<file path="src/rtl/memctrl_config.svh">
`ifndef MEMCTRL_CONFIG_SVH
`define MEMCTRL_CONFIG_SVH

// byte address width, 128 KiB of main memory
`define MC_ADDR_W 17

// word width seen by both requesters
`define MC_DATA_W 32

// one RAM cycle moves a single byte
`define MC_BYTE_W 8

// one RAM entry per byte address
`define MC_RAM_DEPTH (1 << `MC_ADDR_W)

`endif
</file>
<file path="src/rtl/memctrl_pkg.sv">
package memctrl_pkg;

    // access length in bytes, legal values 1, 2 and 4
    localparam int LEN_W = 3;

    typedef enum logic [1:0] {
        OP_FETCH = 2'd0,
        OP_LOAD  = 2'd1,
        OP_STORE = 2'd2
    } memOp_e;

    // byte sequencer
    typedef enum logic [1:0] {
        SEQ_IDLE  = 2'd0,
        SEQ_ISSUE = 2'd1,
        SEQ_DRAIN = 2'd2,
        SEQ_DONE  = 2'd3
    } seqState_e;

    // request arbiter
    typedef enum logic [1:0] {
        ARB_IDLE = 2'd0,
        ARB_BUSY = 2'd1,
        ARB_ACK  = 2'd2
    } arbState_e;

endpackage

</file>
<file path="src/rtl/memReqIf.sv">
`include "memctrl_config.svh"

// one granted access going down, its result coming back
interface memReqIf;
    import memctrl_pkg::*;

    logic                  start;
    memOp_e                op;
    logic [`MC_ADDR_W-1:0] addr;
    logic [LEN_W-1:0]      len;
    logic [`MC_DATA_W-1:0] wdata;
    logic                  done;
    logic [`MC_DATA_W-1:0] rdata;

    modport arb (
        output start, op, addr, len, wdata,
        input  done, rdata
    );

    modport seq (
        input  start, op, addr, len, wdata,
        output done, rdata
    );
endinterface


</file>
<file path="src/rtl/reqArbiter.sv">
`include "memctrl_config.svh"

module reqArbiter (
    input  logic                          clk,
    input  logic                          rst,
    input  logic                          i_fetchReq,
    input  logic [`MC_ADDR_W-1:0]         i_fetchAddr,
    input  logic                          i_dataReq,
    input  logic                          i_dataWrite,
    input  logic [memctrl_pkg::LEN_W-1:0] i_dataLen,
    input  logic [`MC_ADDR_W-1:0]         i_dataAddr,
    input  logic [`MC_DATA_W-1:0]         i_dataWdata,
    output logic                          o_fetchAck,
    output logic [`MC_DATA_W-1:0]         o_fetchInst,
    output logic                          o_dataAck,
    output logic [`MC_DATA_W-1:0]         o_dataRdata,
    memReqIf.arb                          seqPort
);
    import memctrl_pkg::*;

    arbState_e state;
    logic      fetchReqQ;
    logic      dataReqQ;
    // set while the data port owns the current access
    logic      grantData;

    // data port wins when both are waiting
    always_comb begin
        seqPort.start = (state == ARB_IDLE) && (dataReqQ || fetchReqQ);
        seqPort.wdata = i_dataWdata;
        if (dataReqQ) begin
            seqPort.addr = i_dataAddr;
            seqPort.len  = i_dataLen;
            if (i_dataWrite) begin
                seqPort.op = OP_STORE;
            end else begin
                seqPort.op = OP_LOAD;
            end
        end else begin
            seqPort.addr = i_fetchAddr;
            seqPort.len  = LEN_W'(4);
            seqPort.op   = OP_FETCH;
        end
    end

    always_ff @(posedge clk) begin
        if (rst) begin
            state       <= ARB_IDLE;
            fetchReqQ   <= 1'b0;
            dataReqQ    <= 1'b0;
            grantData   <= 1'b0;
            o_fetchAck  <= 1'b0;
            o_dataAck   <= 1'b0;
            o_fetchInst <= '0;
            o_dataRdata <= '0;
        end else begin
            fetchReqQ <= i_fetchReq;
            dataReqQ  <= i_dataReq;
            case (state)
                ARB_IDLE: begin
                    if (seqPort.start) begin
                        grantData <= dataReqQ;
                        state     <= ARB_BUSY;
                    end
                end
                ARB_BUSY: begin
                    if (seqPort.done) begin
                        if (grantData) begin
                            o_dataRdata <= seqPort.rdata;
                            o_dataAck   <= 1'b1;
                        end else begin
                            o_fetchInst <= seqPort.rdata;
                            o_fetchAck  <= 1'b1;
                        end
                        state <= ARB_ACK;
                    end
                end
                ARB_ACK: begin
                    // result stays put until the served port drops req
                    if (grantData ? !dataReqQ : !fetchReqQ) begin
                        o_dataAck  <= 1'b0;
                        o_fetchAck <= 1'b0;
                        state      <= ARB_IDLE;
                    end
                end
                default: state <= ARB_IDLE;
            endcase
        end
    end

    // no second grant before the sequencer reports done
    a_startFromIdle: assert property (@(posedge clk) disable iff (rst)
        seqPort.start |=> !seqPort.start throughout (seqPort.done [->1]));

    a_oneAck: assert property (@(posedge clk) disable iff (rst)
        !(o_fetchAck && o_dataAck));

endmodule

</file>
<file path="src/flat_wrapper.sv">
// flat-port wrapper written by rule: the top's interface ports become plain ports
module reqArbiter_flat import memctrl_pkg::*;
  (clk, rst, i_fetchReq, i_fetchAddr, i_dataReq, i_dataWrite, i_dataLen, i_dataAddr, i_dataWdata, o_fetchAck, o_fetchInst, o_dataAck, o_dataRdata, seqPort_start, seqPort_op, seqPort_addr, seqPort_len, seqPort_wdata, seqPort_done, seqPort_rdata);
  memReqIf seqPort_i ();
  input  logic clk;
  input  logic rst;
  input  logic i_fetchReq;
  input  logic [`MC_ADDR_W-1:0] i_fetchAddr;
  input  logic i_dataReq;
  input  logic i_dataWrite;
  input  logic [memctrl_pkg::LEN_W-1:0] i_dataLen;
  input  logic [`MC_ADDR_W-1:0] i_dataAddr;
  input  logic [`MC_DATA_W-1:0] i_dataWdata;
  output logic o_fetchAck;
  output logic [`MC_DATA_W-1:0] o_fetchInst;
  output logic o_dataAck;
  output logic [`MC_DATA_W-1:0] o_dataRdata;
  output wire logic [$bits(seqPort_i.start)-1:0] seqPort_start;
  output wire logic [$bits(seqPort_i.op)-1:0] seqPort_op;
  output wire logic [$bits(seqPort_i.addr)-1:0] seqPort_addr;
  output wire logic [$bits(seqPort_i.len)-1:0] seqPort_len;
  output wire logic [$bits(seqPort_i.wdata)-1:0] seqPort_wdata;
  input wire logic [$bits(seqPort_i.done)-1:0] seqPort_done;
  input wire logic [$bits(seqPort_i.rdata)-1:0] seqPort_rdata;
  assign seqPort_start = seqPort_i.start;
  assign seqPort_op = seqPort_i.op;
  assign seqPort_addr = seqPort_i.addr;
  assign seqPort_len = seqPort_i.len;
  assign seqPort_wdata = seqPort_i.wdata;
  assign seqPort_i.done = seqPort_done;
  assign seqPort_i.rdata = seqPort_rdata;
  reqArbiter u_core (.clk(clk), .rst(rst), .i_fetchReq(i_fetchReq), .i_fetchAddr(i_fetchAddr), .i_dataReq(i_dataReq), .i_dataWrite(i_dataWrite), .i_dataLen(i_dataLen), .i_dataAddr(i_dataAddr), .i_dataWdata(i_dataWdata), .o_fetchAck(o_fetchAck), .o_fetchInst(o_fetchInst), .o_dataAck(o_dataAck), .o_dataRdata(o_dataRdata), .seqPort(seqPort_i));
endmodule
</file>
<file path="config.mk">
export PLATFORM = sky130hd
export DESIGN_NAME = reqArbiter_flat
export DESIGN_NICKNAME = d
export VERILOG_FILES = /design/src/rtl/memctrl_pkg.sv /design/src/rtl/memReqIf.sv /design/src/rtl/reqArbiter.sv /design/src/flat_wrapper.sv
export VERILOG_INCLUDE_DIRS = /design/src /design/src/rtl
export SDC_FILE = /design/constraint.sdc
export NUM_CORES = 1
export LEC_CHECK = 0
export ABC_AREA = 0
export BUFFER_PORTS_ARGS = -buffer_cell sky130_fd_sc_hd__buf_4
export CORE_AREA = 2 2 88 90
export CTS_BUF_LIST = sky130_fd_sc_hd__clkbuf_4 sky130_fd_sc_hd__clkbuf_8
export CTS_CLUSTER_SIZE = 20
export DETAILED_ROUTE_END_ITERATION = 10
export DIE_AREA = 0 0 90 92
export PLACE_DENSITY = 0.85
export REMOVE_ABC_BUFFERS = 1
export SETUP_SLACK_MARGIN = 0.15
export SYNTH_ARGS = -nofsm -noshare
export SYNTH_HDL_FRONTEND = slang
export SYNTH_SLANG_ARGS = --single-unit
</file>
<file path="constraint.sdc">
create_clock -name clk -period 3.41 [get_ports clk]
set_clock_uncertainty 0.1 [all_clocks]
set_input_delay 0.5115 -clock clk [delete_from_list [all_inputs] [get_ports clk]]
set_output_delay 0.5115 -clock clk [all_outputs]
set_load 0.05 [all_outputs]
</file>
* After elaboration in Yosys (flattened, before gate mapping)
Index checks and enable logic that the tools add are counted.
** Word-level totals
- Bits in registers :: 71
- Bits of input ports :: 107
- Output and inout port bits :: 121
- Word-level logic and storage cells :: 44
** Operators by class
- Equality and inequality tests :: 7
- Mux-type cells :: 16
- Bitwise logic cells :: 1
- Reductions and logical operators :: 12
** Operators by type and width (number)
- $mux 17 :: 1
- $mux 2 :: 5
- $reduce_and 3->1 :: 3
- $reduce_and 4->1 :: 2
- $mux 1 :: 6
- $ne 2x2->1 const B :: 3
- $pmux 2 s3 :: 1
- $ne 2x1->1 const B :: 2
- $pmux 1 s2 :: 2
- $mux 3 :: 1
- $eq 2x1->1 const B :: 1
- $eq 2x2->1 const B :: 1
- $logic_not 1->1 :: 2
- $logic_not 2->1 :: 1
- $reduce_and 2->1 :: 1
- $reduce_bool 2->1 :: 1
- $logic_and 1x1->1 :: 1
- $logic_or 1x1->1 :: 1
- $not 1->1 :: 1

* Depth between registers and ports, before layout
- Depth after elaboration :: 4
- Depth in mapped cells :: 6
- Depth with buffers taken out :: 3

* Worst setup path before layout
No wires, ideal clock.
- Kind :: register to output
- Start :: register u_core.dataReqQ
- End :: output seqPort_start
- Data arrival time :: 1733 ps
- Data required time :: 2799 ps
- Slack :: 1065 ps
- Cell stages (with the launch flop) :: 5
- Path buffers :: 2
- Cells stage by stage :: dfxtp_1 -> buf_2 -> buf_2 -> nor2_1 -> nor3_1
** On the way
- Longest elaborated chain between the ends :: 2
** Ends and longest elaborated chain
- start: declaration :: RTL line reqArbiter.sv:23 : logic dataReqQ;
- start signal: assignment :: RTL line reqArbiter.sv:58 : dataReqQ <= i_dataReq;
- $logic_or 1x1->1 :: RTL line reqArbiter.sv:29 : seqPort.start = (state == ARB_IDLE) && (dataReqQ || fetchReqQ);
- $logic_and 1x1->1 :: RTL line reqArbiter.sv:29
- end: declaration :: RTL line flat_wrapper.sv:18 : output wire logic [$bits(seqPort_i.start)-1:0] seqPort_start;
Every way passes these cells.

* Worst setup path after layout
- Start :: register u_core.dataReqQ
- End :: output seqPort_addr[13]
** On the way
- Longest elaborated chain between the ends :: 1
** Ends and longest elaborated chain
- $mux 17 :: RTL line reqArbiter.sv:31 : if (dataReqQ) begin
- end: declaration :: RTL line flat_wrapper.sv:20 : output wire logic [$bits(seqPort_i.addr)-1:0] seqPort_addr;
Every way passes these cells.

==> results.toml <==
[logic_synthesis]
synth_compound_area_frac = 0.1525
synth_top_family_by_area = "simple AND/OR/NAND/NOR gates"
synth_cells = 369
yosysSeqAreaShare = 0.4476
synth_fa_ha_area_frac = 0
synth-warning-count = 0
avgSynthCellArea_um2 = 8.606
netlist_area_um2 = 3176
synthMuxAreaShare = 0.06344
synthSimpleGateAreaFrac = 0.1915
synth-seq-cells = 71
synth_cell_type_count = 26
synth_xor_area_frac = 0

[clock_network]
ctsResizeCount = 0
cts_tree = "done"
ctsHoldBuffers = 0
clkTransAtPathRegs_ns = 0.09
htree_levels = 3
ctsLongestPathBuffers = 2
cts_setup_buffers = 0
cts_sinks = 71
cts_buffers = 9
insertion_delay_ns = 0.34
clockRootBuffer = "clkbuf_8"

[sta]
hold_viol_final = 0
min_period_ns = 2.464
fin_ws_ns = 0.9464
tns_ns = 0
rsz0062_at_grt = "no"
finalSetupViolCount = 0
slew_violations = 0
tightest_slew_ns = 0.8821
max-slew-margin-rel = 0.4119
fmax_ghz = 0.4059
finalCritPeriodShare = 0.7225

[routing]
finalWirelength_um = 9576
drc = 0
drtIter0Drc = 172
drt-wirelength-per-cell_um = 16.12
dr_total_vias = 2910
firstDrtPassIters = 4
drtAntennaViolNets = 0
via_per_inst = 4.899

[pwr]
leakagePower_nw = 1.804
peakVddDrop_uv = 195.1
power_density_nw_per_um2 = 460.9

[die]
core_um2 = 7447
std_cell_rows = 32
num_io_pins = 228
die_area_um2 = 8280
die_x_um = 90
die_h_um = 92
start_util = 0.4264

[worst_setup_path]
worstSetupStartpointType = "flop"
startpoint = "u_core.dataReqQ"
cp_data_arrival_time_ns = 1.85
critPathKind = "flop to output port"
crit_path_end_kind = "output port"
rrSetupSlack_ns = 1.36
r2r-start = "u_core.state[0]"
critical_path_peak_fanout = 25
required_ns = 2.80
reg2reg_to = "u_core.o_dataRdata[3]"
reg2regPathDepth = 4
crit_end = "seqPort_addr[13]"

[min_path]
min_path_type = "input pin to flop"

[final_layout]
multi_input_area_um2 = 1294
fin_nets = 594
synthToLayoutAreaGrowth_pct = 36.05
regArea_um2 = 1421
fillers = 689
drive_above_1_share = 0.4705

[global_route]
grt_pass1_vias = 2922
gr-total-overflow = 0
grt_max_degree = 71
grt_usage = 0.2283
grt_pass1_wl_um = 14590
grt_antenna_before_repair = 1

[place]
gp_congestion = 0.8292
place_ws_ns = 1.239
dpl.hpwl_um = 7311
place.port_buffers = 163

[job]
max_cap_viol_count = 0

[run_status]
status = "completed"
[synth_stat cells, drive strengths merged]
| library cell | n | area share |
|---|---|---|
| nand2 | 131 | 0.15 |
| dfxtp | 71 | 0.45 |
| a21oi | 66 | 0.14 |
| buf | 53 | 0.14 |
| mux2 | 17 | 0.060 |
| clkbuf | 7 | 0.0083 |
| nor2b | 4 | 0.0079 |
| and2 | 3 | 0.0059 |
| nor2 | 3 | 0.0035 |
| o21a | 2 | 0.0047 |
| a21bo | 1 | 0.0032 |
| a31oi | 1 | 0.0020 |
| and4b | 1 | 0.0032 |
| and4bb | 1 | 0.0039 |
| inv | 1 | 0.0012 |
| mux2i | 1 | 0.0032 |
| nand2b | 1 | 0.0020 |
| nand4b | 1 | 0.0028 |
| nand4bb | 1 | 0.0035 |
| nor3 | 1 | 0.0016 |
| o22ai | 1 | 0.0020 |
| or2b | 1 | 0.0024 |
[sequential cells by signal, summed over array words and instances, names as in the netlist]
register            count
u_core.fetchReqQ        1
u_core.o_fetchAck       1
u_core.o_fetchInst     32
u_core.grantData        1
u_core.o_dataAck        1
u_core.state            2
u_core.o_dataRdata     32
u_core.dataReqQ         1
[report_power, final]
| group | internal, mW | leakage (nW) | switching (mW) |
|---|---|---|---|
| clock | 0.413 | 0.106 | 0.320 |
| sequential | 0.853 | 0.575 | 0.0206 |
| combinational | 0.145 | 1.12 | 0.239 |
[through the flow]
| step | utilization | instance area (um2) | hold slack (ns) | instances | power (mW) |
|---|---|---|---|---|---|
| 4_1_cts | 0.5798 | 4318 | 0.2785 | 593 | 2.009 |
| 5_1_grt | 0.5801 | 4320 | 0.2714 | 594 | 2.063 |
| 6_report | 0.5801 | 4320 | 0.2949 | 594 | 1.991 |
| 3_3_place_gp | 0.5506 | 4100 | 0.3430 | 578 | 1.273 |
| 2_1_floorplan | - | 2719 | 0.4171 | 309 | 1.107 |
| 3_5_place_dp | 0.5506 | 4100 | 0.3487 | 578 | 1.279 |
[metal layers]
metal | routed length [um] | global-route usage | vias to the layer above
met1 | 3645 | 0.2463 | 1326
met4 | 154 | 0.09487 | 2
li1 | - | - | 1391
met2 | 4549 | 0.3722 | 176
met3 | 1165 | 0.1175 | 15
met5 | 61 | 0.06410 | -
[cell families (layout without fill, tap and decap cells)]
group,after synthesis,in the layout
AND/OR/NAND/NOR,148,148
AO/OA/AOI/OAI,71,71
flip-flops,71,71
buffers and inverters,61,183
multiplexers,18,18
other,0,1
[final cells by class]
cell class | count | share of cell area
well taps | 102 | 0.02954
diodes | 1 | 0.0005792
flip-flops and latches | 71 | 0.3290
repair buffers | 167 | 0.2902
clock inverters | 6 | 0.02172
clock buffers | 9 | 0.02867
multi-input cells | 237 | 0.2994
inverters | 1 | 0.0008688
[how the worst min path moves through the flow]
stage | start | end | slack, ns | depth (start not counted)
after detailed placement | u_core.o_dataRdata[7] | u_core.o_dataRdata[7] | 0.35 | 2
after floorplan | u_core.state[0] | u_core.state[0] | 0.42 | 2
after CTS | i_dataReq | u_core.dataReqQ | 0.28 | 2
final | i_dataReq | u_core.dataReqQ | 0.29 | 2
after global placement | u_core.o_fetchInst[26] | u_core.o_fetchInst[26] | 0.34 | 2
after global routing | i_dataReq | u_core.dataReqQ | 0.27 | 2
[cell usage in the layout, fill, tap and decap left out, drive strengths merged]
| master | synthesis | routed |
|---|---|---|
| a31oi | 1 | 1 |
| clkinv | 0 | 2 |
| clkinvlp | 0 | 1 |
| o21a | 2 | 2 |
| dfxtp | 71 | 71 |
| nand2 | 131 | 131 |
| mux2 | 17 | 17 |
| diode | 0 | 1 |
| o22ai | 1 | 1 |
| buf | 53 | 167 |
| inv | 1 | 2 |
| nand4b | 1 | 1 |
| a21bo | 1 | 1 |
| or2b | 1 | 1 |
| and4b | 1 | 1 |
| and2 | 3 | 3 |
| nand4bb | 1 | 1 |
| bufinv | 0 | 2 |
| nand2b | 1 | 1 |
| clkbuf | 7 | 9 |
| nor3 | 1 | 1 |
| nor2b | 4 | 4 |
| a21oi | 66 | 66 |
| mux2i | 1 | 1 |
| and4bb | 1 | 1 |
| nor2 | 3 | 3 |
[worst max-delay path, cell delays in order, from the launching register on]
cell	delay, ns
dfxtp_1	0.90
mux2_2	0.42
buf_4	0.19
No activity file was read; power rests on OpenSTA's default activity.
