File: config.mk
export PLATFORM = sky130hd
export DESIGN_NAME = byteSequencer_flat
export DESIGN_NICKNAME = d
export VERILOG_FILES = /design/src/rtl/memctrl_pkg.sv /design/src/rtl/memReqIf.sv /design/src/rtl/byteSequencer.sv /design/src/flat_wrapper.sv
export VERILOG_INCLUDE_DIRS = /design/src /design/src/rtl
export SDC_FILE = /design/constraint.sdc
export NUM_CORES = 1
export LEC_CHECK = 0
export ABC_AREA = 1
export BUFFER_PORTS_ARGS = -buffer_cell sky130_fd_sc_hd__buf_4
export CORE_ASPECT_RATIO = 0.75
export CORE_MARGIN = 4
export CORE_UTILIZATION = 46
export DETAILED_ROUTE_END_ITERATION = 16
export PLACE_DENSITY = 0.76
export SLEW_MARGIN = 40
export SYNTH_ARGS = -nofsm -noshare
export SYNTH_HDL_FRONTEND = slang
export SYNTH_SLANG_ARGS = --single-unit
File: constraint.sdc
create_clock -name clk -period 3.1 [get_ports clk]
set_input_delay 0.31 -clock clk [delete_from_list [all_inputs] [get_ports clk]]
set_output_delay 0.31 -clock clk [all_outputs]
set_load 0.01 [all_outputs]
File: src/rtl/memctrl_config.svh
`ifndef MEMCTRL_CONFIG_SVH
`define MEMCTRL_CONFIG_SVH

// byte address width, 128 KiB of main memory
`define MC_ADDR_W 17

// word width seen by both requesters
`define MC_DATA_W 32

// one RAM cycle moves a single byte
`define MC_BYTE_W 8

// one RAM entry per byte address
`define MC_RAM_DEPTH (1 << `MC_ADDR_W)

`endif
File: src/rtl/memctrl_pkg.sv
package memctrl_pkg;

    // access length in bytes, legal values 1, 2 and 4
    localparam int LEN_W = 3;

    typedef enum logic [1:0] {
        OP_FETCH = 2'd0,
        OP_LOAD  = 2'd1,
        OP_STORE = 2'd2
    } memOp_e;

    // byte sequencer
    typedef enum logic [1:0] {
        SEQ_IDLE  = 2'd0,
        SEQ_ISSUE = 2'd1,
        SEQ_DRAIN = 2'd2,
        SEQ_DONE  = 2'd3
    } seqState_e;

    // request arbiter
    typedef enum logic [1:0] {
        ARB_IDLE = 2'd0,
        ARB_BUSY = 2'd1,
        ARB_ACK  = 2'd2
    } arbState_e;

endpackage

File: src/rtl/memReqIf.sv
`include "memctrl_config.svh"

// one granted access going down, its result coming back
interface memReqIf;
    import memctrl_pkg::*;

    logic                  start;
    memOp_e                op;
    logic [`MC_ADDR_W-1:0] addr;
    logic [LEN_W-1:0]      len;
    logic [`MC_DATA_W-1:0] wdata;
    logic                  done;
    logic [`MC_DATA_W-1:0] rdata;

    modport arb (
        output start, op, addr, len, wdata,
        input  done, rdata
    );

    modport seq (
        input  start, op, addr, len, wdata,
        output done, rdata
    );
endinterface

// byte-wide RAM port, registered read
interface ramIf;
    logic                  we;
    logic [`MC_ADDR_W-1:0] addr;
    logic [`MC_BYTE_W-1:0] wdata;
    logic [`MC_BYTE_W-1:0] rdata;

    modport seq (
        output we, addr, wdata,
        input  rdata
    );

    modport ram (
        input  we, addr, wdata,
        output rdata
    );
endinterface

File: src/rtl/byteSequencer.sv
`include "memctrl_config.svh"

module byteSequencer (
    input  logic clk,
    input  logic rst,
    input  logic i_ioFull,
    memReqIf.seq reqPort,
    ramIf.seq    ramPort
);
    import memctrl_pkg::*;

    seqState_e             state;
    memOp_e                opQ;
    logic [`MC_ADDR_W-1:0] baseAddr;
    logic [LEN_W-1:0]      lenQ;
    logic [LEN_W-1:0]      idx;
    logic [`MC_DATA_W-1:0] wdataQ;
    logic [`MC_DATA_W-1:0] rdAcc;
    logic                  rdPending;
    logic [1:0]            rdLane;
    logic                  accept;
    logic                  issue;
    logic                  lastByte;

    // start is taken even under stall since the arbiter pulses it only once
    assign accept   = (state == SEQ_IDLE) && reqPort.start;
    assign issue    = (state == SEQ_ISSUE) && !i_ioFull;
    assign lastByte = (idx == lenQ - LEN_W'(1));

    // RAM port
    assign ramPort.addr  = baseAddr + `MC_ADDR_W'(idx);
    assign ramPort.we    = issue && (opQ == OP_STORE);
    assign ramPort.wdata = wdataQ[idx[1:0]*`MC_BYTE_W +: `MC_BYTE_W];

    // result goes back in the done cycle
    assign reqPort.done  = (state == SEQ_DONE) && !i_ioFull;
    assign reqPort.rdata = rdAcc;

    always_ff @(posedge clk) begin
        if (rst) begin
            state     <= SEQ_IDLE;
            idx       <= '0;
            rdPending <= 1'b0;
        end else begin
            // byte issued now comes back next cycle even if stalled then
            rdPending <= issue && (opQ != OP_STORE);
            case (state)
                SEQ_IDLE: begin
                    if (accept) begin
                        idx   <= '0;
                        state <= SEQ_ISSUE;
                    end
                end
                SEQ_ISSUE: begin
                    if (issue) begin
                        idx <= idx + 1'b1;
                        if (lastByte) begin
                            if (opQ == OP_STORE) begin
                                state <= SEQ_DONE;
                            end else begin
                                state <= SEQ_DRAIN;
                            end
                        end
                    end
                end
                SEQ_DRAIN: begin
                    // last byte lands in rdAcc at this edge
                    if (!i_ioFull) begin
                        state <= SEQ_DONE;
                    end
                end
                SEQ_DONE: begin
                    if (!i_ioFull) begin
                        state <= SEQ_IDLE;
                    end
                end
                default: state <= SEQ_IDLE;
            endcase
        end
    end

    // access fields and read assembly
    always_ff @(posedge clk) begin
        if (accept) begin
            opQ      <= reqPort.op;
            baseAddr <= reqPort.addr;
            wdataQ   <= reqPort.wdata;
            if (reqPort.op == OP_FETCH) begin
                lenQ <= LEN_W'(4);
            end else begin
                lenQ <= reqPort.len;
            end
            // unused upper lanes stay zero
            rdAcc <= '0;
        end else if (rdPending) begin
            rdAcc[rdLane*`MC_BYTE_W +: `MC_BYTE_W] <= ramPort.rdata;
        end
        if (issue) begin
            rdLane <= idx[1:0];
        end
    end

    // a fetch or load never writes the RAM before its done
    a_weOnlyOnStore: assert property (@(posedge clk) disable iff (rst)
        (accept && reqPort.op != OP_STORE) |=> !ramPort.we throughout (reqPort.done [->1]));

    a_legalLen: assert property (@(posedge clk) disable iff (rst)
        reqPort.start |-> reqPort.len inside {LEN_W'(1), LEN_W'(2), LEN_W'(4)});

    // arbiter never grants while an access is still in flight here
    a_startWhenIdle: assert property (@(posedge clk) disable iff (rst)
        reqPort.start |-> (state == SEQ_IDLE));

endmodule

File: src/flat_wrapper.sv
// flat-port wrapper written by rule: the top's interface ports become plain ports
module byteSequencer_flat import memctrl_pkg::*;
  (clk, rst, i_ioFull, reqPort_start, reqPort_op, reqPort_addr, reqPort_len, reqPort_wdata, reqPort_done, reqPort_rdata, ramPort_we, ramPort_addr, ramPort_wdata, ramPort_rdata);
  memReqIf reqPort_i ();
  ramIf ramPort_i ();
  input  logic clk;
  input  logic rst;
  input  logic i_ioFull;
  input wire logic [$bits(reqPort_i.start)-1:0] reqPort_start;
  input wire logic [$bits(reqPort_i.op)-1:0] reqPort_op;
  input wire logic [$bits(reqPort_i.addr)-1:0] reqPort_addr;
  input wire logic [$bits(reqPort_i.len)-1:0] reqPort_len;
  input wire logic [$bits(reqPort_i.wdata)-1:0] reqPort_wdata;
  output wire logic [$bits(reqPort_i.done)-1:0] reqPort_done;
  output wire logic [$bits(reqPort_i.rdata)-1:0] reqPort_rdata;
  output wire logic [$bits(ramPort_i.we)-1:0] ramPort_we;
  output wire logic [$bits(ramPort_i.addr)-1:0] ramPort_addr;
  output wire logic [$bits(ramPort_i.wdata)-1:0] ramPort_wdata;
  input wire logic [$bits(ramPort_i.rdata)-1:0] ramPort_rdata;
  assign reqPort_i.start = reqPort_start;
  assign reqPort_i.op = reqPort_op;
  assign reqPort_i.addr = reqPort_addr;
  assign reqPort_i.len = reqPort_len;
  assign reqPort_i.wdata = reqPort_wdata;
  assign reqPort_done = reqPort_i.done;
  assign reqPort_rdata = reqPort_i.rdata;
  assign ramPort_we = ramPort_i.we;
  assign ramPort_addr = ramPort_i.addr;
  assign ramPort_wdata = ramPort_i.wdata;
  assign ramPort_i.rdata = ramPort_rdata;
  byteSequencer u_core (.clk(clk), .rst(rst), .i_ioFull(i_ioFull), .reqPort(reqPort_i), .ramPort(ramPort_i));
endmodule
Word-level counts from Yosys, hierarchy flattened. Index checks and enable logic that the tools add are counted.

Bits in registers: 94. Bits of input ports: 66. Logic and storage cells: 49.

Add/sub/neg operators: 4. Equality and inequality tests: 11. Shift-type cells: 3. Multiplexer cells: 11. Reduce and logical (&&, ||, !) cells: 11.

Operators by type and width (number): $neg A5 Y34 (1); $shift A8 B34 Y32 const A (1); $shiftx A8 B34 Y32 (1); $bwmux W32 (1); $shiftx A32 B6 Y8 (1); $add A17 B3 Y17 (1); $mux W2 (5); $pmux W2 S4 (1); $eq A2 B2 Y1 const B (3); $mux W3 (2); $ne A2 B1 Y1 const B (3); $ne A2 B2 Y1 const B (3); $pmux W3 S2 (1); $logic_and A1 B1 Y1 (5); $reduce_and A5 Y1 (1); $logic_not A2 Y1 (2); $add A3 B1 Y3 const B (1); $eq A3 B3 Y1 (1); $reduce_and A3 Y1 (1); $sub A3 B1 Y3 const B (1); $eq A2 B1 Y1 const B (1); $reduce_bool A2 Y1 (1); $logic_not A1 Y1 (1); $mux W1 (1).

Longest topological paths before layout.
Depth in word-level cells: 5. Mapped depth: 11. Depth with buffers taken out: 11.

Least setup slack after synthesis. OpenSTA, ideal clock, no wires.

Path type: register to register. Start point: register u_core.state[0]. End point: register u_core.baseAddr[0] (enable). Library setup time: 439 ps. Data arrival time: 2463 ps. Data required time: 2661 ps. Path slack: 198 ps. Cell stages (with the launch flop): 6. Path buffers: 1. Clock period less this slack: 2902 ps. Path through: dfxtp_1 -> inv_1 -> ha_1 -> nand2_1 -> inv_1 -> buf_1.

Cells in the longest elaborated chain, start to end: 2.

RTL lines: from (decl) (line byteSequencer.sv:12) `seqState_e state;`; from (signal assigned) (line byteSequencer.sv:41) `state <= SEQ_IDLE;`; from (signal assigned) (line byteSequencer.sv:51) `state <= SEQ_ISSUE;`; from (signal assigned) (line byteSequencer.sv:59) `state <= SEQ_DONE;`; $logic_not A2 Y1 (line byteSequencer.sv:26) `assign accept = (state == SEQ_IDLE) && reqPort.start;`; $logic_and A1 B1 Y1 (line byteSequencer.sv:26); via u_core.accept (line byteSequencer.sv:21) `logic accept;`; to (signal assigned) (line byteSequencer.sv:86) `baseAddr <= reqPort.addr;`; to (decl) (line byteSequencer.sv:14) `` logic [`MC_ADDR_W-1:0] baseAddr; ``.

The timed path passes the listed nets, and every way through them passes these cells. A chain may end at the register's enable or synchronous reset.

Worst setup path in the final report.
Start point: register u_core.idx[1]. End point: output ramPort_addr[16].

Cells in the longest elaborated chain, start to end: 1.

RTL lines: from (decl) (line byteSequencer.sv:16) `logic [LEN_W-1:0] idx;`; from (signal assigned) (line byteSequencer.sv:56) `idx <= idx + 1'b1;`; $add A17 B3 Y17 (line byteSequencer.sv:31) `` assign ramPort.addr = baseAddr + `MC_ADDR_W'(idx); ``; to (decl) (line flat_wrapper.sv:17) `output wire logic [$bits(ramPort_i.addr)-1:0] ramPort_addr;`.

No other way between the ends.

==> key figures <==
Finish
  • Filler cells: 690
  • Nets: around 610
  • Layout cells sized above 1: 28.2%
  • Register area: 2440 um^2
  • Fin cells: 644
  • P&R area growth vs syn: 33.2%
  • Final core area utilization: ~63%
  • Multi-input gate area: ~1400 um^2
  • Ant. Diodes: 0

Yosys
  • Synth async-reset ratio: 0%
  • Ys Warns: 0
  • Register area share after synthesis: 61.0%
  • Synth unique cells: 25
  • Ys flop type: edfxtp_1
  • Syn Area/Cell: 9.98 um^2
  • EDFF count, synth: 56
  • Syn_nets: 483
  • Cells after synthesis: approximately 400
  • Cell Area, Synth: ~4000 um^2
  • Synthesis-stage register bit count: 94

Worst setup path
  • Critical path peak fanout: 14
  • Crit Path Class: reg2out
  • CP Data Arrival Time: approximately 2.3 ns
  • Reg2Reg Setup Slack: 0.70 ns
  • Worst Reg-to-Reg Cells: 6
  • Critical path buffer and inverter count: 1
  • CP max stage cell: dfxtp_1
  • CP max stage delay: 0.64 ns
  • CP startpoint kind: flip-flop
  • Reg2reg end: u_core.reqPort.rdata[10]
  • Worst-path cell chain: fa_1, nand2_1, nand2_1, nand3_1, nor2_1, nand4_1, xnor2_1, buf_4
  • Cell mode on critical path: nand2_1
  • Top delay family on crit path: simple AND/OR/NAND/NOR gates
  • Reg-to-Reg Start: u_core.rdLane[0]
  • WP data required: 2.79 ns
  • Worst setup EP type: output port

Route
  • Wire length per cell: 14.4 um
  • Via density: 4.91
  • DRC: 0
  • DR pass1 iterations: 4
  • Antenna-violating nets left: 0
  • Wirelength, routed: 9.25 mm
  • Routed vias: 3161
  • DR iter-0 viols: 214

GRT
  • Initial antenna violation count: 0
  • First-pass GRT wire length: 14.7 mm
  • GR Overflow Total: 0
  • Met3 Resource Use GR: 5.81%
  • Largest net degree at the start of global routing: 58
  • Vias in the first global route: 3133
  • Busiest grt layer: met2
  • Met2 Usage GRT: 29.8%
  • GRT met1 Usage: between 20 and 25%
  • Total GRT Usage: a little under a fifth

Clock network
  • H-tree levels: 3
  • Hold-fix buffers, CTS: 0
  • Clk pin slew, worst setup/hold paths: approximately 0.060 ns
  • Post-CTS resize count: 0
  • Clock sink count: 94
  • CTS max path bufs: 2
  • CTS tree: yes
  • Clock buffer count from CTS: 9
  • Post-CTS setup buffers: 0
  • Root Driver: clkbuf_16
  • Clock latency at the later pin of the worst-skew pair: 0.34 ns

Timing
  • Setup violations, final: 0
  • Slew Limit Fails: 0
  • Max Freq: 379 MHz
  • Worst-margin pin slew: 0.706 ns
  • Setup slack after layout: between 0.4 and 0.5 ns
  • Fin crit share: 85.0%
  • Unrepaired setup endpoints after global routing: false
  • Final setup skew: approximately 0.0085 ns
  • Setup tns final: 0 ns
  • Final Hold Viols: 0
  • Minimum clock period after layout: 2.64 ns
  • Relative slew slack: 52.6%

Worst hold path
  • Hold Path Depth: 1
  • Hold Crit Class: in2reg
  • Hold_sp: reqPort_wdata[30]
  • WHS Endpoint: u_core.wdataQ[30]

Die
  • Die ar.: 10300 um^2
  • Core area: 8450 um^2
  • Row cnt: 29
  • Initial Util: 47.3%
  • Die width: approximately 120 um
  • Ports: 125
  • Die H: about 89 um

Power and ir drop
  • PD cells: 681 nW/um^2
  • Leakage: approximately 0.0023 uW
  • VDD IR-drop max: 411 uV

Placed design
  • GPL Wtd Cong: 0.796
  • DPL Wire Length: 7.02 mm
  • Placed insts: 628
  • Post-placement setup slack: 0.763 ns
  • Buffers on Ports: 124

Flow run
  • Max_cap viols: 0

Outcome
  • Status: complete, no violations
==> worst max path at each step <==
| stage | startpoint | endpoint | slack (ns) | cells after the start |
|---|---|---|---|---|
| after global placement | u_core.rdLane[0] | u_core.reqPort.rdata[14] | 0.88 | 6 |
| after global routing | u_core.idx[1] | ramPort_addr[16] | 0.27 | 8 |
| after CTS | u_core.idx[1] | ramPort_addr[16] | 0.43 | 8 |
| after detailed placement | u_core.rdLane[0] | u_core.reqPort.rdata[10] | 0.76 | 6 |
| after floorplan | u_core.state[0] | u_core.baseAddr[0] | 0.20 | 5 |
| final | u_core.idx[1] | ramPort_addr[16] | 0.46 | 8 |
==> sequential cells by signal (all words and copies together) (netlist names) <==
signal	flops
u_core.rdPending	1
u_core.reqPort.rdata	32
u_core.state	2
u_core.idx	3
u_core.baseAddr	17
u_core.opQ	2
u_core.lenQ	3
u_core.rdLane	2
u_core.wdataQ	32
==> worst register-to-register path, stage by stage (launching register included) <==
cell and delay (ns):
edfxtp_1 0.65, inv_1 0.21, ha_1 0.44, inv_1 0.13, nor3_1 0.60, nand2_1 0.14
a21oi_1 0.15
==> area by class of cell <==
class,instances,share of cell area [%]
clock buffers,9,4.23
multi-input cells,265,26.3
flip-flops and latches,94,45.8
repair buffers,127,17.9
well taps,108,2.54
clock inverters,7,0.869
inverters,34,2.39
==> logic make-up (layout without fill, tap and decap cells) <==
logic type               Yosys count  after routing  synth area share (%)
AO/OA/AOI/OAI                     68             68                  9.07
XOR/XNOR                          13             13                  2.84
adder cells (fa/ha/maj)           16             16                  5.19
buffers and inverters             42            177                  4.00
flip-flops                        94             94                  61.0
AND/OR/NAND/NOR                  168            168                  17.9
==> cell usage after synthesis (2+ instances only) <==
cell type | instances | area (um^2)
o22ai_1 | 8 | 50.1
nor2_1 | 41 | 154
or2_2 | 2 | 12.5
nand3b_1 | 2 | 15.0
o21ai_0 | 19 | 95.1
inv_1 | 34 | 128
dfxtp_1 | 38 | 761
a22oi_1 | 4 | 30.0
nand4_1 | 2 | 12.5
nand2_2 | 4 | 25.0
nand3_1 | 11 | 55.1
clkbuf_1 | 3 | 11.3
nor3_1 | 7 | 35.0
buf_1 | 3 | 11.3
nand2_1 | 97 | 364
nor4_4 | 2 | 42.5
edfxtp_1 | 56 | 1680
ha_1 | 15 | 188
a21oi_1 | 36 | 180
xnor2_1 | 9 | 78.8
xor2_1 | 4 | 35.0
==> power by group <==
| part | internal, uW | switching (uW) | total [uW] |
|---|---|---|---|
| combinational | 385 | 567 | 952 |
| sequential | 1570 | 107 | 1680 |
| clock | 543 | 460 | 1000 |
| total | 2500 | 1130 | 3630 |
==> layer usage <==
layer  vias up  wire [um]
met5         -          0
met4         0         95
met3         9        663
met2       102       4430
met1      1444       4060
li1       1606          -
==> cell usage in the layout (no fill, tap or decap), drive strengths merged, types with 11 or more instances in the layout <==
cell and instances:
a21oi 36, nor2 41, dfxtp 38, ha 15, buf 127, nand2 101
o21ai 19, edfxtp 56, inv 36, nand3 11
==> metrics by stage <==
step	cell area (um^2)	hold WS (ns)	total power, uW
after global placement	5060	0.454	2620
after detailed placement	5060	0.455	2660
after CTS	5330	0.131	3660
final	5330	0.143	3630
after global routing	5330	0.128	3840
after floorplan	4000	0.379	2250
Power figures use the tool's default switching activity.
